$ cat src/source/corr_consts.svh
// Correlator constants.
// Input count, count widths and the command opcodes shared by the design.
`ifndef CORR_CONSTS_SVH
`define CORR_CONSTS_SVH

// number of detector lines.
`define NUM_INPUTS 4

// width of one pulse or coincidence count, a multiple of 4.
`define RESOLUTION 16

// width of the capture-length counter, a multiple of 4.
`define LEN_WIDTH 32

// one counter per unordered pair of inputs.
`define NUM_BASELINES ((`NUM_INPUTS * (`NUM_INPUTS - 1)) / 2)

// upper-nibble command opcodes.
`define OP_INVERT 4'h1
`define OP_EDGE 4'h2
`define OP_CLEAR 4'h3
`define OP_INTEGRATE 4'h4

`endif

$ cat src/source/corr_pkg.sv
// Correlator package.
// Count, baseline and packet-phase types, plus the saturating increment.
package corr_pkg;

	`include "corr_consts.svh"

	typedef logic [`RESOLUTION-1:0] count_t;

	typedef count_t [`NUM_INPUTS-1:0] count_array_t;

	// pair order is (0,1), (0,2) .. (0,N-1), (1,2) and so on.
	typedef count_t [`NUM_BASELINES-1:0] baseline_array_t;

	typedef logic [`LEN_WIDTH-1:0] capture_len_t;

	typedef enum logic [2:0] {
		PKT_IDLE,
		PKT_HEADER,
		PKT_BASELINES,
		PKT_PULSES,
		PKT_LENGTH,
		PKT_END
	} pkt_state_t;

	// counts stick at all ones.
	function automatic count_t sat_inc(count_t value, logic inc);
		if (inc && value != '1)
			return value + count_t'(1);
		return value;
	endfunction

endpackage

$ cat src/source/sample_bus_if.sv
// Sample bus.
// Conditioned samples and window control, from the conditioner to the counters.
`timescale 1ns/1ps
`include "corr_consts.svh"

interface sample_bus_if;

	logic [`NUM_INPUTS-1:0] samples; // conditioned pulses.
	logic capture; // window level, aligned with samples.
	logic clear; // first cycle of a window or a clear command.
	logic closing; // cycle after the last window cycle.

	modport src (
		output samples,
		output capture,
		output clear,
		output closing
	);

	modport dst (
		input samples,
		input capture,
		input clear,
		input closing
	);

endinterface

$ cat src/source/line_conditioner.sv
// Line conditioner.
// Registers the detector lines, applies inversion and level or edge mode,
// and derives the window level, clear and closing pulses.
`timescale 1ns/1ps
`include "corr_consts.svh"

module line_conditioner (
	input logic intclk,
	input logic reset,
	input logic [`NUM_INPUTS-1:0] line_in,
	input logic strobe,
	input logic [`NUM_INPUTS-1:0] invert_mask,
	input logic edge_mode,
	input logic integrate,
	input logic clear_req,
	sample_bus_if.src bus
);

	logic [`NUM_INPUTS-1:0] line_q;
	logic [`NUM_INPUTS-1:0] line_prev;
	logic [`NUM_INPUTS-1:0] cond_now;
	logic [`NUM_INPUTS-1:0] cond_prev;
	logic window_q;

	assign cond_now = line_q ^ invert_mask;
	assign cond_prev = line_prev ^ invert_mask;

	// ##################################################
	// first stage, lines and previous values
	always_ff @(posedge intclk) begin
		line_q <= line_in;
		line_prev <= line_q;
		if (edge_mode)
			bus.samples <= cond_now & ~cond_prev; // rising edges only.
		else
			bus.samples <= cond_now;
	end

	// ##################################################
	// window control, in step with the samples
	always_ff @(posedge intclk) begin
		if (reset) begin
			window_q <= 1'b0;
			bus.capture <= 1'b0;
			bus.clear <= 1'b0;
			bus.closing <= 1'b0;
		end else begin
			window_q <= strobe | integrate;
			bus.capture <= window_q;
			// bus.capture still holds the previous window level here.
			bus.clear <= (window_q & ~bus.capture) | clear_req;
			bus.closing <= ~window_q & bus.capture;
		end
	end

endmodule

$ cat src/source/pulse_counter.sv
// Pulse counter.
// Saturating per-input pulse counts with overflow flags, and the number
// of window cycles since the last clear.
`timescale 1ns/1ps
`include "corr_consts.svh"

module pulse_counter
	import corr_pkg::*;
(
	input logic intclk,
	input logic reset,
	sample_bus_if.dst bus,
	output count_array_t counts,
	output logic [`NUM_INPUTS-1:0] overflow,
	output capture_len_t capture_len
);

	always_ff @(posedge intclk) begin
		if (reset) begin
			counts <= '0;
			overflow <= '0;
		end else begin
			for (int i = 0; i < `NUM_INPUTS; i++) begin
				if (bus.clear) begin
					// the clear cycle can already carry the first sample.
					counts[i] <= count_t'(bus.capture & bus.samples[i]);
					overflow[i] <= 1'b0;
				end else if (bus.capture) begin
					counts[i] <= sat_inc(counts[i], bus.samples[i]);
					if (&sat_inc(counts[i], bus.samples[i]))
						overflow[i] <= 1'b1; // sticky until clear.
				end
			end
		end
	end

	// window length in cycles.
	always_ff @(posedge intclk) begin
		if (reset)
			capture_len <= '0;
		else if (bus.clear)
			capture_len <= capture_len_t'(bus.capture);
		else if (bus.capture)
			capture_len <= capture_len + capture_len_t'(1);
	end

endmodule

$ cat src/source/coincidence_correlator.sv
// Coincidence correlator.
// Lag-zero correlation, one saturating counter per pair of inputs that
// advances when both samples are high inside the window.
`timescale 1ns/1ps
`include "corr_consts.svh"

module coincidence_correlator
	import corr_pkg::*;
(
	input logic intclk,
	input logic reset,
	sample_bus_if.dst bus,
	output wire baseline_array_t correlations
);

	// ##################################################
	// one counter per pair (i, j) with i < j
	generate
		for (genvar i = 0; i < `NUM_INPUTS - 1; i++) begin : g_first
			for (genvar j = i + 1; j < `NUM_INPUTS; j++) begin : g_second
				// position of the pair in the baseline order.
				localparam int IDX = (i * (2 * `NUM_INPUTS - i - 1)) / 2 + j - i - 1;

				count_t pair_count;
				logic both;

				assign both = bus.samples[i] & bus.samples[j];

				always_ff @(posedge intclk) begin
					if (reset)
						pair_count <= '0;
					else if (bus.clear)
						pair_count <= count_t'(bus.capture & both);
					else if (bus.capture)
						pair_count <= sat_inc(pair_count, both);
				end

				assign correlations[IDX] = pair_count;
			end
		end
	endgenerate

endmodule

$ cat src/source/cmd_parser.sv
// Command parser.
// Decodes single command bytes into the inversion mask, edge mode,
// integrate flag and a one-cycle clear request.
`timescale 1ns/1ps
`include "corr_consts.svh"

module cmd_parser (
	input logic intclk,
	input logic reset,
	input logic [7:0] rx_data,
	input logic rx_strobe,
	output logic [`NUM_INPUTS-1:0] invert_mask,
	output logic edge_mode,
	output logic integrate,
	output logic clear_req
);

	logic [3:0] opcode;
	logic [3:0] arg;

	assign opcode = rx_data[7:4];
	assign arg = rx_data[3:0];

	always_ff @(posedge intclk) begin
		if (reset) begin
			invert_mask <= '0;
			edge_mode <= 1'b0;
			integrate <= 1'b0;
			clear_req <= 1'b0;
		end else begin
			clear_req <= 1'b0;
			if (rx_strobe) begin
				case (opcode)
					`OP_INVERT: invert_mask <= `NUM_INPUTS'(arg);
					`OP_EDGE: edge_mode <= arg[0];
					`OP_CLEAR: begin
						if (arg == 4'h0)
							clear_req <= 1'b1;
					end
					`OP_INTEGRATE: begin
						if (arg[3:1] == 3'b000)
							integrate <= arg[0]; // 0x40 stops, 0x41 starts.
					end
					default: ; // unknown bytes are dropped.
				endcase
			end
		end
	end

endmodule

$ cat src/source/packet_builder.sv
// Packet builder.
// Snapshots the counts when a window closes and sends them as an ASCII
// hex packet, one byte at a time, paced by tx_next.
`timescale 1ns/1ps
`include "corr_consts.svh"

module packet_builder
	import corr_pkg::*;
(
	input logic intclk,
	input logic reset,
	input logic closing,
	input count_array_t counts,
	input baseline_array_t correlations,
	input capture_len_t capture_len,
	input logic tx_next,
	output logic [7:0] tx_data,
	output logic tx_busy
);

	localparam int NIB_W = $clog2(`LEN_WIDTH / 4) + 1;
	localparam int FIELD_W = $clog2(`NUM_BASELINES + `NUM_INPUTS);
	localparam logic [NIB_W-1:0] COUNT_TOP = NIB_W'(`RESOLUTION / 4 - 1);
	localparam logic [NIB_W-1:0] LEN_TOP = NIB_W'(`LEN_WIDTH / 4 - 1);
	localparam logic [NIB_W-1:0] HDR_TOP = NIB_W'(2); // 'C' then two digits.

	pkt_state_t state;
	logic [FIELD_W-1:0] field;
	logic [NIB_W-1:0] nib;

	count_array_t snap_counts;
	baseline_array_t snap_corr;
	capture_len_t snap_len;

	logic [`LEN_WIDTH-1:0] word;
	logic [3:0] nib_val;
	logic [7:0] hex_char;

	// ##################################################
	// current character
	always_comb begin
		case (state)
			PKT_HEADER: word = `LEN_WIDTH'(8'(`NUM_INPUTS));
			PKT_BASELINES: word = `LEN_WIDTH'(snap_corr[field]);
			PKT_PULSES: word = `LEN_WIDTH'(snap_counts[field]);
			PKT_LENGTH: word = snap_len;
			default: word = '0;
		endcase
	end

	assign nib_val = 4'(word >> {nib, 2'b00});
	assign hex_char = (nib_val < 4'd10) ? 8'h30 + 8'(nib_val) : 8'h37 + 8'(nib_val);

	always_comb begin
		case (state)
			PKT_IDLE: tx_data = 8'h00;
			PKT_HEADER: tx_data = (nib == HDR_TOP) ? 8'h43 : hex_char;
			PKT_END: tx_data = 8'h0A;
			default: tx_data = hex_char;
		endcase
	end

	assign tx_busy = (state != PKT_IDLE);

	// snapshot taken only when the previous packet is done.
	always_ff @(posedge intclk) begin
		if (closing && state == PKT_IDLE) begin
			snap_counts <= counts;
			snap_corr <= correlations;
			snap_len <= capture_len;
		end
	end

	// ##################################################
	// sequencing, nibbles go most significant first
	always_ff @(posedge intclk) begin
		if (reset) begin
			state <= PKT_IDLE;
			field <= '0;
			nib <= '0;
		end else if (state == PKT_IDLE) begin
			if (closing) begin
				state <= PKT_HEADER;
				field <= '0;
				nib <= HDR_TOP;
			end
		end else if (tx_next) begin
			if (nib != '0) begin
				nib <= nib - NIB_W'(1);
			end else begin
				case (state)
					PKT_HEADER: begin
						state <= PKT_BASELINES;
						field <= '0;
						nib <= COUNT_TOP;
					end
					PKT_BASELINES: begin
						nib <= COUNT_TOP;
						if (field == FIELD_W'(`NUM_BASELINES - 1)) begin
							state <= PKT_PULSES;
							field <= '0;
						end else begin
							field <= field + FIELD_W'(1);
						end
					end
					PKT_PULSES: begin
						if (field == FIELD_W'(`NUM_INPUTS - 1)) begin
							state <= PKT_LENGTH;
							nib <= LEN_TOP;
						end else begin
							field <= field + FIELD_W'(1);
							nib <= COUNT_TOP;
						end
					end
					PKT_LENGTH: state <= PKT_END;
					default: state <= PKT_IDLE; // line feed accepted.
				endcase
			end
		end
	end

endmodule

$ cat src/source/correlator_top.sv
// Pulse correlator top level.
// Conditions the detector lines, counts pulses and pair coincidences over
// an integration window and reports them as an ASCII hex packet.
`timescale 1ns/1ps
`include "corr_consts.svh"

module correlator_top
	import corr_pkg::*;
(
	input logic intclk,
	input logic reset,
	input logic [`NUM_INPUTS-1:0] line_in,
	input logic strobe,
	input logic [7:0] rx_data,
	input logic rx_strobe,
	output logic [7:0] tx_data,
	output logic tx_busy,
	input logic tx_next,
	output logic [`NUM_INPUTS-1:0] overflow,
	output logic integrating
);

	logic [`NUM_INPUTS-1:0] invert_mask;
	logic edge_mode;
	logic integrate;
	logic clear_req;

	count_array_t counts;
	baseline_array_t correlations;
	capture_len_t capture_len;

	sample_bus_if bus ();

	assign integrating = bus.capture;

	cmd_parser i_cmd_parser (
		.intclk(intclk),
		.reset(reset),
		.rx_data(rx_data),
		.rx_strobe(rx_strobe),
		.invert_mask(invert_mask),
		.edge_mode(edge_mode),
		.integrate(integrate),
		.clear_req(clear_req)
	);

	line_conditioner i_line_conditioner (
		.intclk(intclk),
		.reset(reset),
		.line_in(line_in),
		.strobe(strobe),
		.invert_mask(invert_mask),
		.edge_mode(edge_mode),
		.integrate(integrate),
		.clear_req(clear_req),
		.bus(bus.src)
	);

	pulse_counter i_pulse_counter (
		.intclk(intclk),
		.reset(reset),
		.bus(bus.dst),
		.counts(counts),
		.overflow(overflow),
		.capture_len(capture_len)
	);

	coincidence_correlator i_coincidence_correlator (
		.intclk(intclk),
		.reset(reset),
		.bus(bus.dst),
		.correlations(correlations)
	);

	packet_builder i_packet_builder (
		.intclk(intclk),
		.reset(reset),
		.closing(bus.closing),
		.counts(counts),
		.correlations(correlations),
		.capture_len(capture_len),
		.tx_next(tx_next),
		.tx_data(tx_data),
		.tx_busy(tx_busy)
	);

endmodule

$ cat config.mk
export PLATFORM = sky130hd
export DESIGN_NAME = correlator_top
export DESIGN_NICKNAME = d
export VERILOG_FILES = /design/src/source/corr_pkg.sv /design/src/source/sample_bus_if.sv /design/src/source/line_conditioner.sv /design/src/source/pulse_counter.sv /design/src/source/coincidence_correlator.sv /design/src/source/cmd_parser.sv /design/src/source/packet_builder.sv /design/src/source/correlator_top.sv
export VERILOG_INCLUDE_DIRS = /design/src /design/src/source
export SDC_FILE = /design/constraint.sdc
export NUM_CORES = 1
export LEC_CHECK = 0
export BUFFER_PORTS_ARGS = -buffer_cell sky130_fd_sc_hd__buf_2
export CORE_AREA = 2 2 147 257
export DETAILED_ROUTE_END_ITERATION = 7
export DIE_AREA = 0 0 149 259
export HOLD_SLACK_MARGIN = 0.05
export PLACE_DENSITY = 0.76
export SYNTH_ARGS = -nofsm -noshare
export SYNTH_HDL_FRONTEND = slang
export SYNTH_SLANG_ARGS = --single-unit
$ cat constraint.sdc
create_clock -name intclk -period 7.96 [get_ports intclk]
set_clock_uncertainty 0.1 [all_clocks]
set_input_delay 0.796 -clock intclk [delete_from_list [all_inputs] [get_ports intclk]]
set_output_delay 0.796 -clock intclk [all_outputs]
set_load 0.05 [all_outputs]
==> results of run 1 <==
-- routing by layer --
layer / vias to the layer above / routed length (um) / GRT usage
li1: 6029 / - / -
met1: 6210 / 16000 / 0.249
met2: 395 / 21500 / 0.386
met3: 126 / 1810 / 0.0272
met4: 0 / 2920 / 0.137
met5: - / 0 / 0
-- registers in the layout, summed over array words and instances (netlist names), 32 cells and up, named ones only --
| register | count |
|---|---|
| i_packet_builder.snap_len | 32 |
| i_pulse_counter.counts | 64 |
| i_coincidence_correlator.g_first.g_second.pair_count | 96 |
| i_packet_builder.snap_counts | 64 |
| i_packet_builder.snap_corr | 96 |
| i_pulse_counter.capture_len | 32 |
-- cells by family (layout without fill, tap and decap cells) --
group / Yosys count / count (layout) / synth area share
flip-flops: 422 / 422 / 0.572
AO/OA/AOI/OAI: 234 / 234 / 0.0808
multiplexers: 70 / 70 / 0.0593
buffers and inverters: 105 / 147 / 0.0275
adder cells (fa/ha/maj): 17 / 17 / 0.0117
other: 1 / 1 / 0.000207
AND/OR/NAND/NOR: 655 / 655 / 0.175
XOR/XNOR: 154 / 154 / 0.0744
-- synthesized netlist by cell type, types with 7 or more instances --
| cell | instances |
|---|---|
| nor2b_1 | 9 |
| clkbuf_1 | 42 |
| xor2_1 | 99 |
| o21ai_0 | 67 |
| or3_1 | 42 |
| nor3_1 | 33 |
| a221oi_1 | 14 |
| o211ai_1 | 11 |
| ha_1 | 17 |
| nand2_1 | 143 |
| edfxtp_1 | 192 |
| a31oi_1 | 7 |
| inv_1 | 39 |
| a211oi_1 | 7 |
| a21oi_1 | 79 |
| and4_1 | 12 |
| mux4_2 | 29 |
| nand4_1 | 54 |
| buf_2 | 9 |
| mux2i_1 | 32 |
| nand3_1 | 71 |
| nor2_1 | 213 |
| nand3b_1 | 7 |
| xnor2_1 | 55 |
| dfxtp_1 | 230 |
| and3_1 | 25 |
| nor4_1 | 12 |
| mux2_2 | 9 |
-- final cells by class --
cell class	count	area, um2
multi-input combinational	1131	7270
clock buffer	53	1120
timing repair buffer	37	205
fill	3086	16700
sequential	422	10400
inverter	40	155
tap	475	594
clock inverter	17	156
-- power by group --
group / total [W] / switching (W) / internal, W
logic: 0.000116 / 0.0000830 / 0.0000333
clock network: 0.00187 / 0.000808 / 0.00106
registers: 0.00230 / 0.0000239 / 0.00227
total: 0.00428 / 0.000915 / 0.00337
-- worst max-delay path, cell delays in order, from the launching register on --
cell,delay (ps)
dfxtp_1,540
nor3b_2,1030
a221o_1,360
o2bb2ai_1,100
a211oi_1,510
nor3_1,110
a211o_1,330
a311o_1,390
nand2_1,80
buf_2,250
-- through the flow --
| step | util | setup slack (ps) | instances | instance area (um2) |
|---|---|---|---|---|
| after floorplan | - | 1650 | 1658 | 18100 |
| after global placement | 0.509 | 3490 | 2105 | 18600 |
| after detailed placement | 0.509 | 3430 | 2105 | 18600 |
| after CTS | 0.544 | 2840 | 2175 | 19900 |
| after global routing | 0.544 | 2560 | 2175 | 19900 |
| final | 0.544 | 2820 | 2175 | 19900 |
-- layout by cell type, fill, tap and decap left out, types with 32 or more instances in the layout --
cell type  netlist  layout
nand3_1         71      71
xor2_1          99      99
or3_1           42      42
nor2_1         213     213
nand4_1         54      54
mux2i_1         32      32
xnor2_1         55      55
inv_1           39      38
dfxtp_1        230     228
edfxtp_1       192     192
a21oi_1         79      79
clkbuf_16        0      42
nor3_1          33      33
o21ai_0         67      67
nand2_1        143     143
-- path summary, 6_finish.rpt --
kind	depth (start not counted)	startpoint	to
worst max-delay path	9	i_packet_builder.state[0]	tx_data[6]
worst min-delay path	1	line_in[3]	i_line_conditioner.line_q[3]
worst max register to register	4	i_packet_builder.state[0]	i_packet_builder.snap_counts[46]
worst min register to register	0	i_line_conditioner.line_q[1]	i_line_conditioner.line_prev[1]
==> metrics.yaml, run 1 <==
slew_headroom: 0.215
cts_resized: 0
fin_crit_sh: 0.645
cts-buffers-inserted: 38
insertion_delay_ps: 540
rsz0062_at_grt: "no"
drive_gt1_frac: 0.0865
htree_levels: 2
fin_crit_ps: 5140
postCtsSetupBuffers: 0
ys_warn_count: 0
syn_to_final_growth_pct: 9.59
cp-end-kind: "output pin"
clkTransAtPathRegs_ps: 70
synth_area_um2: 18100
holdWs_ps: 267
die_area_um2: 38600
drc_errors: 0
grt_pass1_vias: 12400
cts_sinks: 422
outcome: "complete, no violations"
yosysSeqAreaShare: 0.572
synthDistinctLibCells: 71
avgSynthCellArea_um2: 10.9
async_reset_ff_frac: 0
wl_per_cell_um: 19.4
dr.pass1.iters: 6
start_util: 0.496
critPathArrivalTime_ps: 4240
cp-start-kind: "flip-flop"
ys_ff_latch: 422
antenna_found_initial: 0
power_w: 0.00428
worst_pin_slew_ps: 1180
min_path_type: "primary input to flip-flop"
power_density_nw_per_um2: 215
io_buffers: 29
hold_buffers: 0
rows: 93
final_nets: 1704
synth.area.top_cells: "edfxtp_1, dfxtp_1, xor2_1"
gp_congestion: 0.916
setup_violations: 0
cts-root-buf: "clkbuf_16"
detailed_place_hpwl_um: 29600
finalSetupTns_ps: 0
drtAntennaViolNets: 0
power_leakage_nw: 6.51
grt-ovfl-total: 0
maxSlewViolCount: 0
detail_route.vias_per_cell: 5.87
required_ps: 7060
r2r_slack_ps: 4320
cp_max_fo: 22
synth-edff-count: 192
tritoncts: "built"
first_iter_violations: 1047
yosys.area.top_type: "edfxtp_1"
die_w_um: 149
grt_pass1_wl_um: 66000
synth_top_area_share: 0.318
grt_usage: 0.219
pin_count: 31
num_vias: 12800
fmax_mhz: 195
die_y_um: 259
maxCapViolCount: 0
synth_nets: 1692
wl_um: 42300
insertedDiodeCount: 0
grt_max_degree: 120
synth_cells: 1658
criticalPathCategory: "flip-flop to output pin"
peakVddDrop_v: 0.000143
ys.flop_type: "dfxtp_1"
clk_path_buf_depth: 3
hold_viol: 0
fp.coreArea_um2: 36500
Note: power is estimated with default switching activity, not from simulation.
==> run 2: changes to the inputs <==
PLACE_DENSITY = 0.79   (was 0.76)
clock period = 4.3 ns   (was 7.96 ns; I/O delays follow)
==> metrics.yaml, run 2 (same netlist as run 1, synthesis figures left out) <==
die_w_um: 149
finalSetupTns_ps: 0
die_area_um2: 38600
timing.rr.start: "i_line_conditioner.bus.capture"
peakVddDrop_v: 0.000276
endpoint: "tx_data[1]"
power_density_nw_per_um2: 392
grt_pass1_wl_um: 67500
start_util: 0.496
criticalPathCategory: "flip-flop to output pin"
detailed_place_hpwl_um: 30300
cp-start-kind: "flip-flop"
design_area_um2: 20100
final_common_cell: "dfxtp_1"
critical_path.n_buffers_inverters: 2
rr_endpoint: "i_pulse_counter.capture_len[31]"
power_leakage_nw: 6.61
r2r_slack_ps: 1160
fmax_mhz: 245
grt_usage: 0.224
slew_headroom: 0.216
dpl_cell_area_um2: 18700
fin_crit_sh: 0.949
syn_to_final_growth_pct: 10.6
cts-buffers-inserted: 36
cp_max_fo: 16
clk_path_buf_depth: 3
grt_pass1_vias: 12500
fp.coreArea_um2: 36500
drc_errors: 0
maxSlewViolCount: 0
wl_per_cell_um: 19.7
crit_start: "i_packet_builder.field[2]"
die_y_um: 259
grt-ovfl-total: 0
cpPeakStageDelay_ps: 640
htree_levels: 2
tritoncts: "built"
slowest_stage: "dfxtp_1"
path_cells: "clkinv_1 -> a221oi_1 -> o21ai_0 -> o21ai_1 -> o22ai_1 -> nor2_1 -> ha_1 -> a22o_1 -> o31ai_1 -> buf_2"
hold_viol: 0
cts_sinks: 422
insertion_delay_ps: 550
critPathTopFamily: "compound AO/OA/AOI/OAI gates"
clkTransAtPathRegs_ps: 70
rows: 93
drtAntennaViolNets: 0
pin_count: 31
gp_congestion: 0.930
required_ps: 3770
first_iter_violations: 1246
ff2ff_path_depth: 8
fin_ws_ps: 218
num_vias: 12900
drive_gt1_frac: 0.0927
min_path_type: "primary input to flip-flop"
detail_route.vias_per_cell: 5.89
outcome: "complete, no violations"
worst-path-stages: 10
antenna_found_initial: 1
rsz0062_at_grt: "no"
layout_common_cells: "dfxtp_1, nor2_1, edfxtp_1"
dr.pass1.iters: 5
cts-root-buf: "clkbuf_16"
io_buffers: 29
worst_pin_slew_ps: 1180
grt_max_degree: 193
maxCapViolCount: 0
final_nets: 1721
fin_crit_ps: 4080
top_regs: "i_coincidence_correlator.g_first.g_second.pair_count (96), i_packet_builder.snap_corr (96)"
critPathArrivalTime_ps: 3550
wl_um: 43200
setup_violations: 0
cp-end-kind: "output pin"
pre_cts_slack_ps: 436
## run 2: layout make-up
| class | instances | area [um2] |
|---|---|---|
| tap | 475 | 594 |
| clock buffer | 45 | 976 |
| sequential | 422 | 10400 |
| clock inverter | 21 | 241 |
| fill | 3061 | 16500 |
| inverter | 40 | 154 |
| multi-input combinational | 1131 | 7290 |
| antenna | 1 | 2.50 |
| timing repair buffer | 56 | 417 |
## run 2: what timing repair did
action	in CTS	in global routing
gates resized for setup	3	1
hold buffers	8	0
hold endpoints to repair	8	0
setup endpoints to repair	5	4
setup buffers	0	2
## run 2: report_power, final
group / switching (W) / internal (W)
combinational: 0.000154 / 0.0000723
sequential: 0.0000492 / 0.00421
clock: 0.00146 / 0.00193
## run 2: how the worst min path moves through the flow
stage,start,cells past startpoint,to
2_1_floorplan,i_line_conditioner.line_q[0],0,i_line_conditioner.line_prev[0]
3_3_place_gp,i_line_conditioner.line_q[0],0,i_line_conditioner.line_prev[0]
3_5_place_dp,i_line_conditioner.line_q[2],0,i_line_conditioner.line_prev[2]
4_1_cts,rx_data[0],3,i_cmd_parser.invert_mask[0]
5_1_grt,rx_data[0],3,i_cmd_parser.integrate
6_report,rx_data[0],3,i_cmd_parser.invert_mask[0]
## run 2: metal layers
layer	GRT usage	up-vias	routed length (um)	part of all wire
li1	-	6068	-	-
met5	0	-	0	0
met3	0.0260	122	1990	0.046
met1	0.252	6280	15900	0.37
met2	0.405	430	22600	0.52
met4	0.131	0	2710	0.063
## run 2: tightest hold or removal path, cell delays in order
cell and delay [ps]:
buf_2 120, mux2i_1 70, nor2_1 80
## run 2: per-stage QoR
stage | hold slack (ps) | std cells | utilization | power (W)
finish | 103 | 2191 | 0.549 | 0.00787
detailed placement | 258 | 2114 | 0.512 | 0.00457
global route | 106 | 2190 | 0.549 | 0.00808
CTS | 90.4 | 2188 | 0.548 | 0.00792
floorplan | 250 | 1658 | - | 0.00448
global placement | 256 | 2114 | 0.512 | 0.00456
==> run 3: changes to the inputs <==
CTS_CLUSTER_SIZE = 16   (was default)
PLACE_DENSITY = 0.76   (was 0.79)
clock period = 3.83 ns   (was 4.3 ns; I/O delays follow)
==> metrics.yaml, run 3 (same netlist as run 1, synthesis figures left out) <==
holdWs_ps: 126
slowest_stage: "dfxtp_4"
pwr-share-comb: 0.031
min_path_type: "primary input to flip-flop"
crit_start: "i_packet_builder.field[0]"
cts_sinks: 422
layout_common_cells: "dfxtp_1, nor2_1, edfxtp_1"
slew_headroom: 0.217
first_iter_violations: 1210
p_seq_frac: 0.536
power_w: 0.00890
cp-start-kind: "flip-flop"
num_vias: 13000
fillCellCount: 3007
drc_errors: 0
clk_path_buf_depth: 3
criticalPathCategory: "flip-flop to output pin"
cp_max_fo: 6
wl_um: 43000
gp_congestion: 1.01
insertion_delay_ps: 540
dr.pass1.iters: 5
die_area_um2: 38600
final_nets: 1749
endpoint: "tx_data[0]"
ff2ff_path_depth: 7
outcome: "complete, no violations"
maxCapViolCount: 0
power_leakage_nw: 6.79
timing.rr.start: "i_line_conditioner.bus.capture"
peakVddDrop_v: 0.000292
hold_path_startpoint: "rx_data[4]"
pin_count: 31
grt_pass1_vias: 12500
start_util: 0.496
cts-buffers-inserted: 37
path_cells: "buf_6 -> clkbuf_16 -> buf_4 -> nand2b_1 -> o22ai_1 -> o21ai_1 -> a211oi_2 -> nor3_1 -> a211o_1 -> a311o_1 -> nand2_1 -> clkbuf_4"
cts-root-buf: "clkbuf_16"
top_regs: "i_coincidence_correlator.g_first.g_second.pair_count (96), i_packet_builder.snap_corr (96)"
grt_pass1_wl_um: 67200
fin_crit_ps: 3780
hold_depth: 4
intPower_w: 0.00700
power_density_nw_per_um2: 433
detailed_place_hpwl_um: 29700
design_area_um2: 20500
htree_levels: 2
hold_viol: 0
cpPeakStageDelay_ps: 410
fin_crit_sh: 0.986
syn_to_final_growth_pct: 13.2
clkTransAtPathRegs_ps: 70
insertedDiodeCount: 0
maxSlewViolCount: 0
power_switching_w: 0.00190
critical_path.n_buffers_inverters: 4
required_ps: 3350
drtAntennaViolNets: 0
wl_per_cell_um: 19.4
register_area_um2: 10400
grt_max_degree: 193
rows: 93
setup_violations: 0
critPathTopFamily: "compound AO/OA/AOI/OAI gates"
grt_usage: 0.223
rsz0062_at_grt: "yes"
io_buffers: 29
switching_share: 0.213
antenna_found_initial: 0
die_y_um: 259
drive_gt1_frac: 0.119
r2r_slack_ps: 1080
fmax_mhz: 265
cp-end-kind: "output pin"
tritoncts: "built"
dpl_cell_area_um2: 18800
die_w_um: 149
detail_route.vias_per_cell: 5.85
multiInputGateArea_um2: 7470
grt-ovfl-total: 0
fp.coreArea_um2: 36500
worst_pin_slew_ps: 1180
critPathArrivalTime_ps: 3290
final_common_cell: "dfxtp_1"
clock_power_share: 0.433
worst-path-stages: 12
==> run 3: routing by layer <==
layer  up-vias  global-route usage  share of wire
li1       6121                   -              -
met1      6256               0.253           0.37
met2       469               0.401           0.52
met3       129              0.0299          0.051
met4         0               0.121          0.059
met5         -                   0              0
==> run 3: worst min-delay path: stages <==
cell and delay [ps]:
buf_2 100, nor2_1 50, mux2i_1 110, nor2_1 70
==> run 3: power groups by stage <==
stage               clock, W  combinational [W]  sequential [W]
floorplan                  0           0.000187         0.00485
global placement           0           0.000255         0.00487
detailed placement         0           0.000260         0.00487
CTS                  0.00390           0.000272         0.00477
global route         0.00406           0.000305         0.00477
finish               0.00385           0.000280         0.00477
==> run 3: layout make-up <==
class                           instances  share of cell area
Sequential cell                       422               0.506
Multi-Input combinational cell       1131               0.364
Clock buffer                           51              0.0522
Timing Repair Buffer                   83              0.0338
Tap cell                              475              0.0289
Clock inverter                         17             0.00847
Inverter                               40             0.00749
==> run 3: stage by stage <==
stage	TNS [ps]	util	setup slack, ps	std cells
4_1_cts	0	0.554	0.520	2211
3_5_place_dp	0	0.516	275	2129
2_1_floorplan	-36020	-	-626	1658
3_3_place_gp	0	0.516	318	2129
6_report	0	0.562	52.6	2219
5_1_grt	-213	0.562	-48.6	2219
==> run 3: what timing repair did <==
item,CTS,global route
cloned,0,2
hold endpoints to repair,9,0
buffers inserted,5,6
pin swaps,2,12
hold buffers,9,0
gates resized for setup,10,39
endpoints found under the setup margin,7,7
==> run 3: how the worst min path moves through the flow <==
stage                     slack (ps)                              end
final                            130           i_cmd_parser.edge_mode
after global routing             160      i_cmd_parser.invert_mask[1]
after CTS                        110           i_cmd_parser.edge_mode
after detailed placement         260  i_line_conditioner.line_prev[2]
after global placement           250  i_line_conditioner.line_prev[2]
after floorplan                  250  i_line_conditioner.line_prev[0]
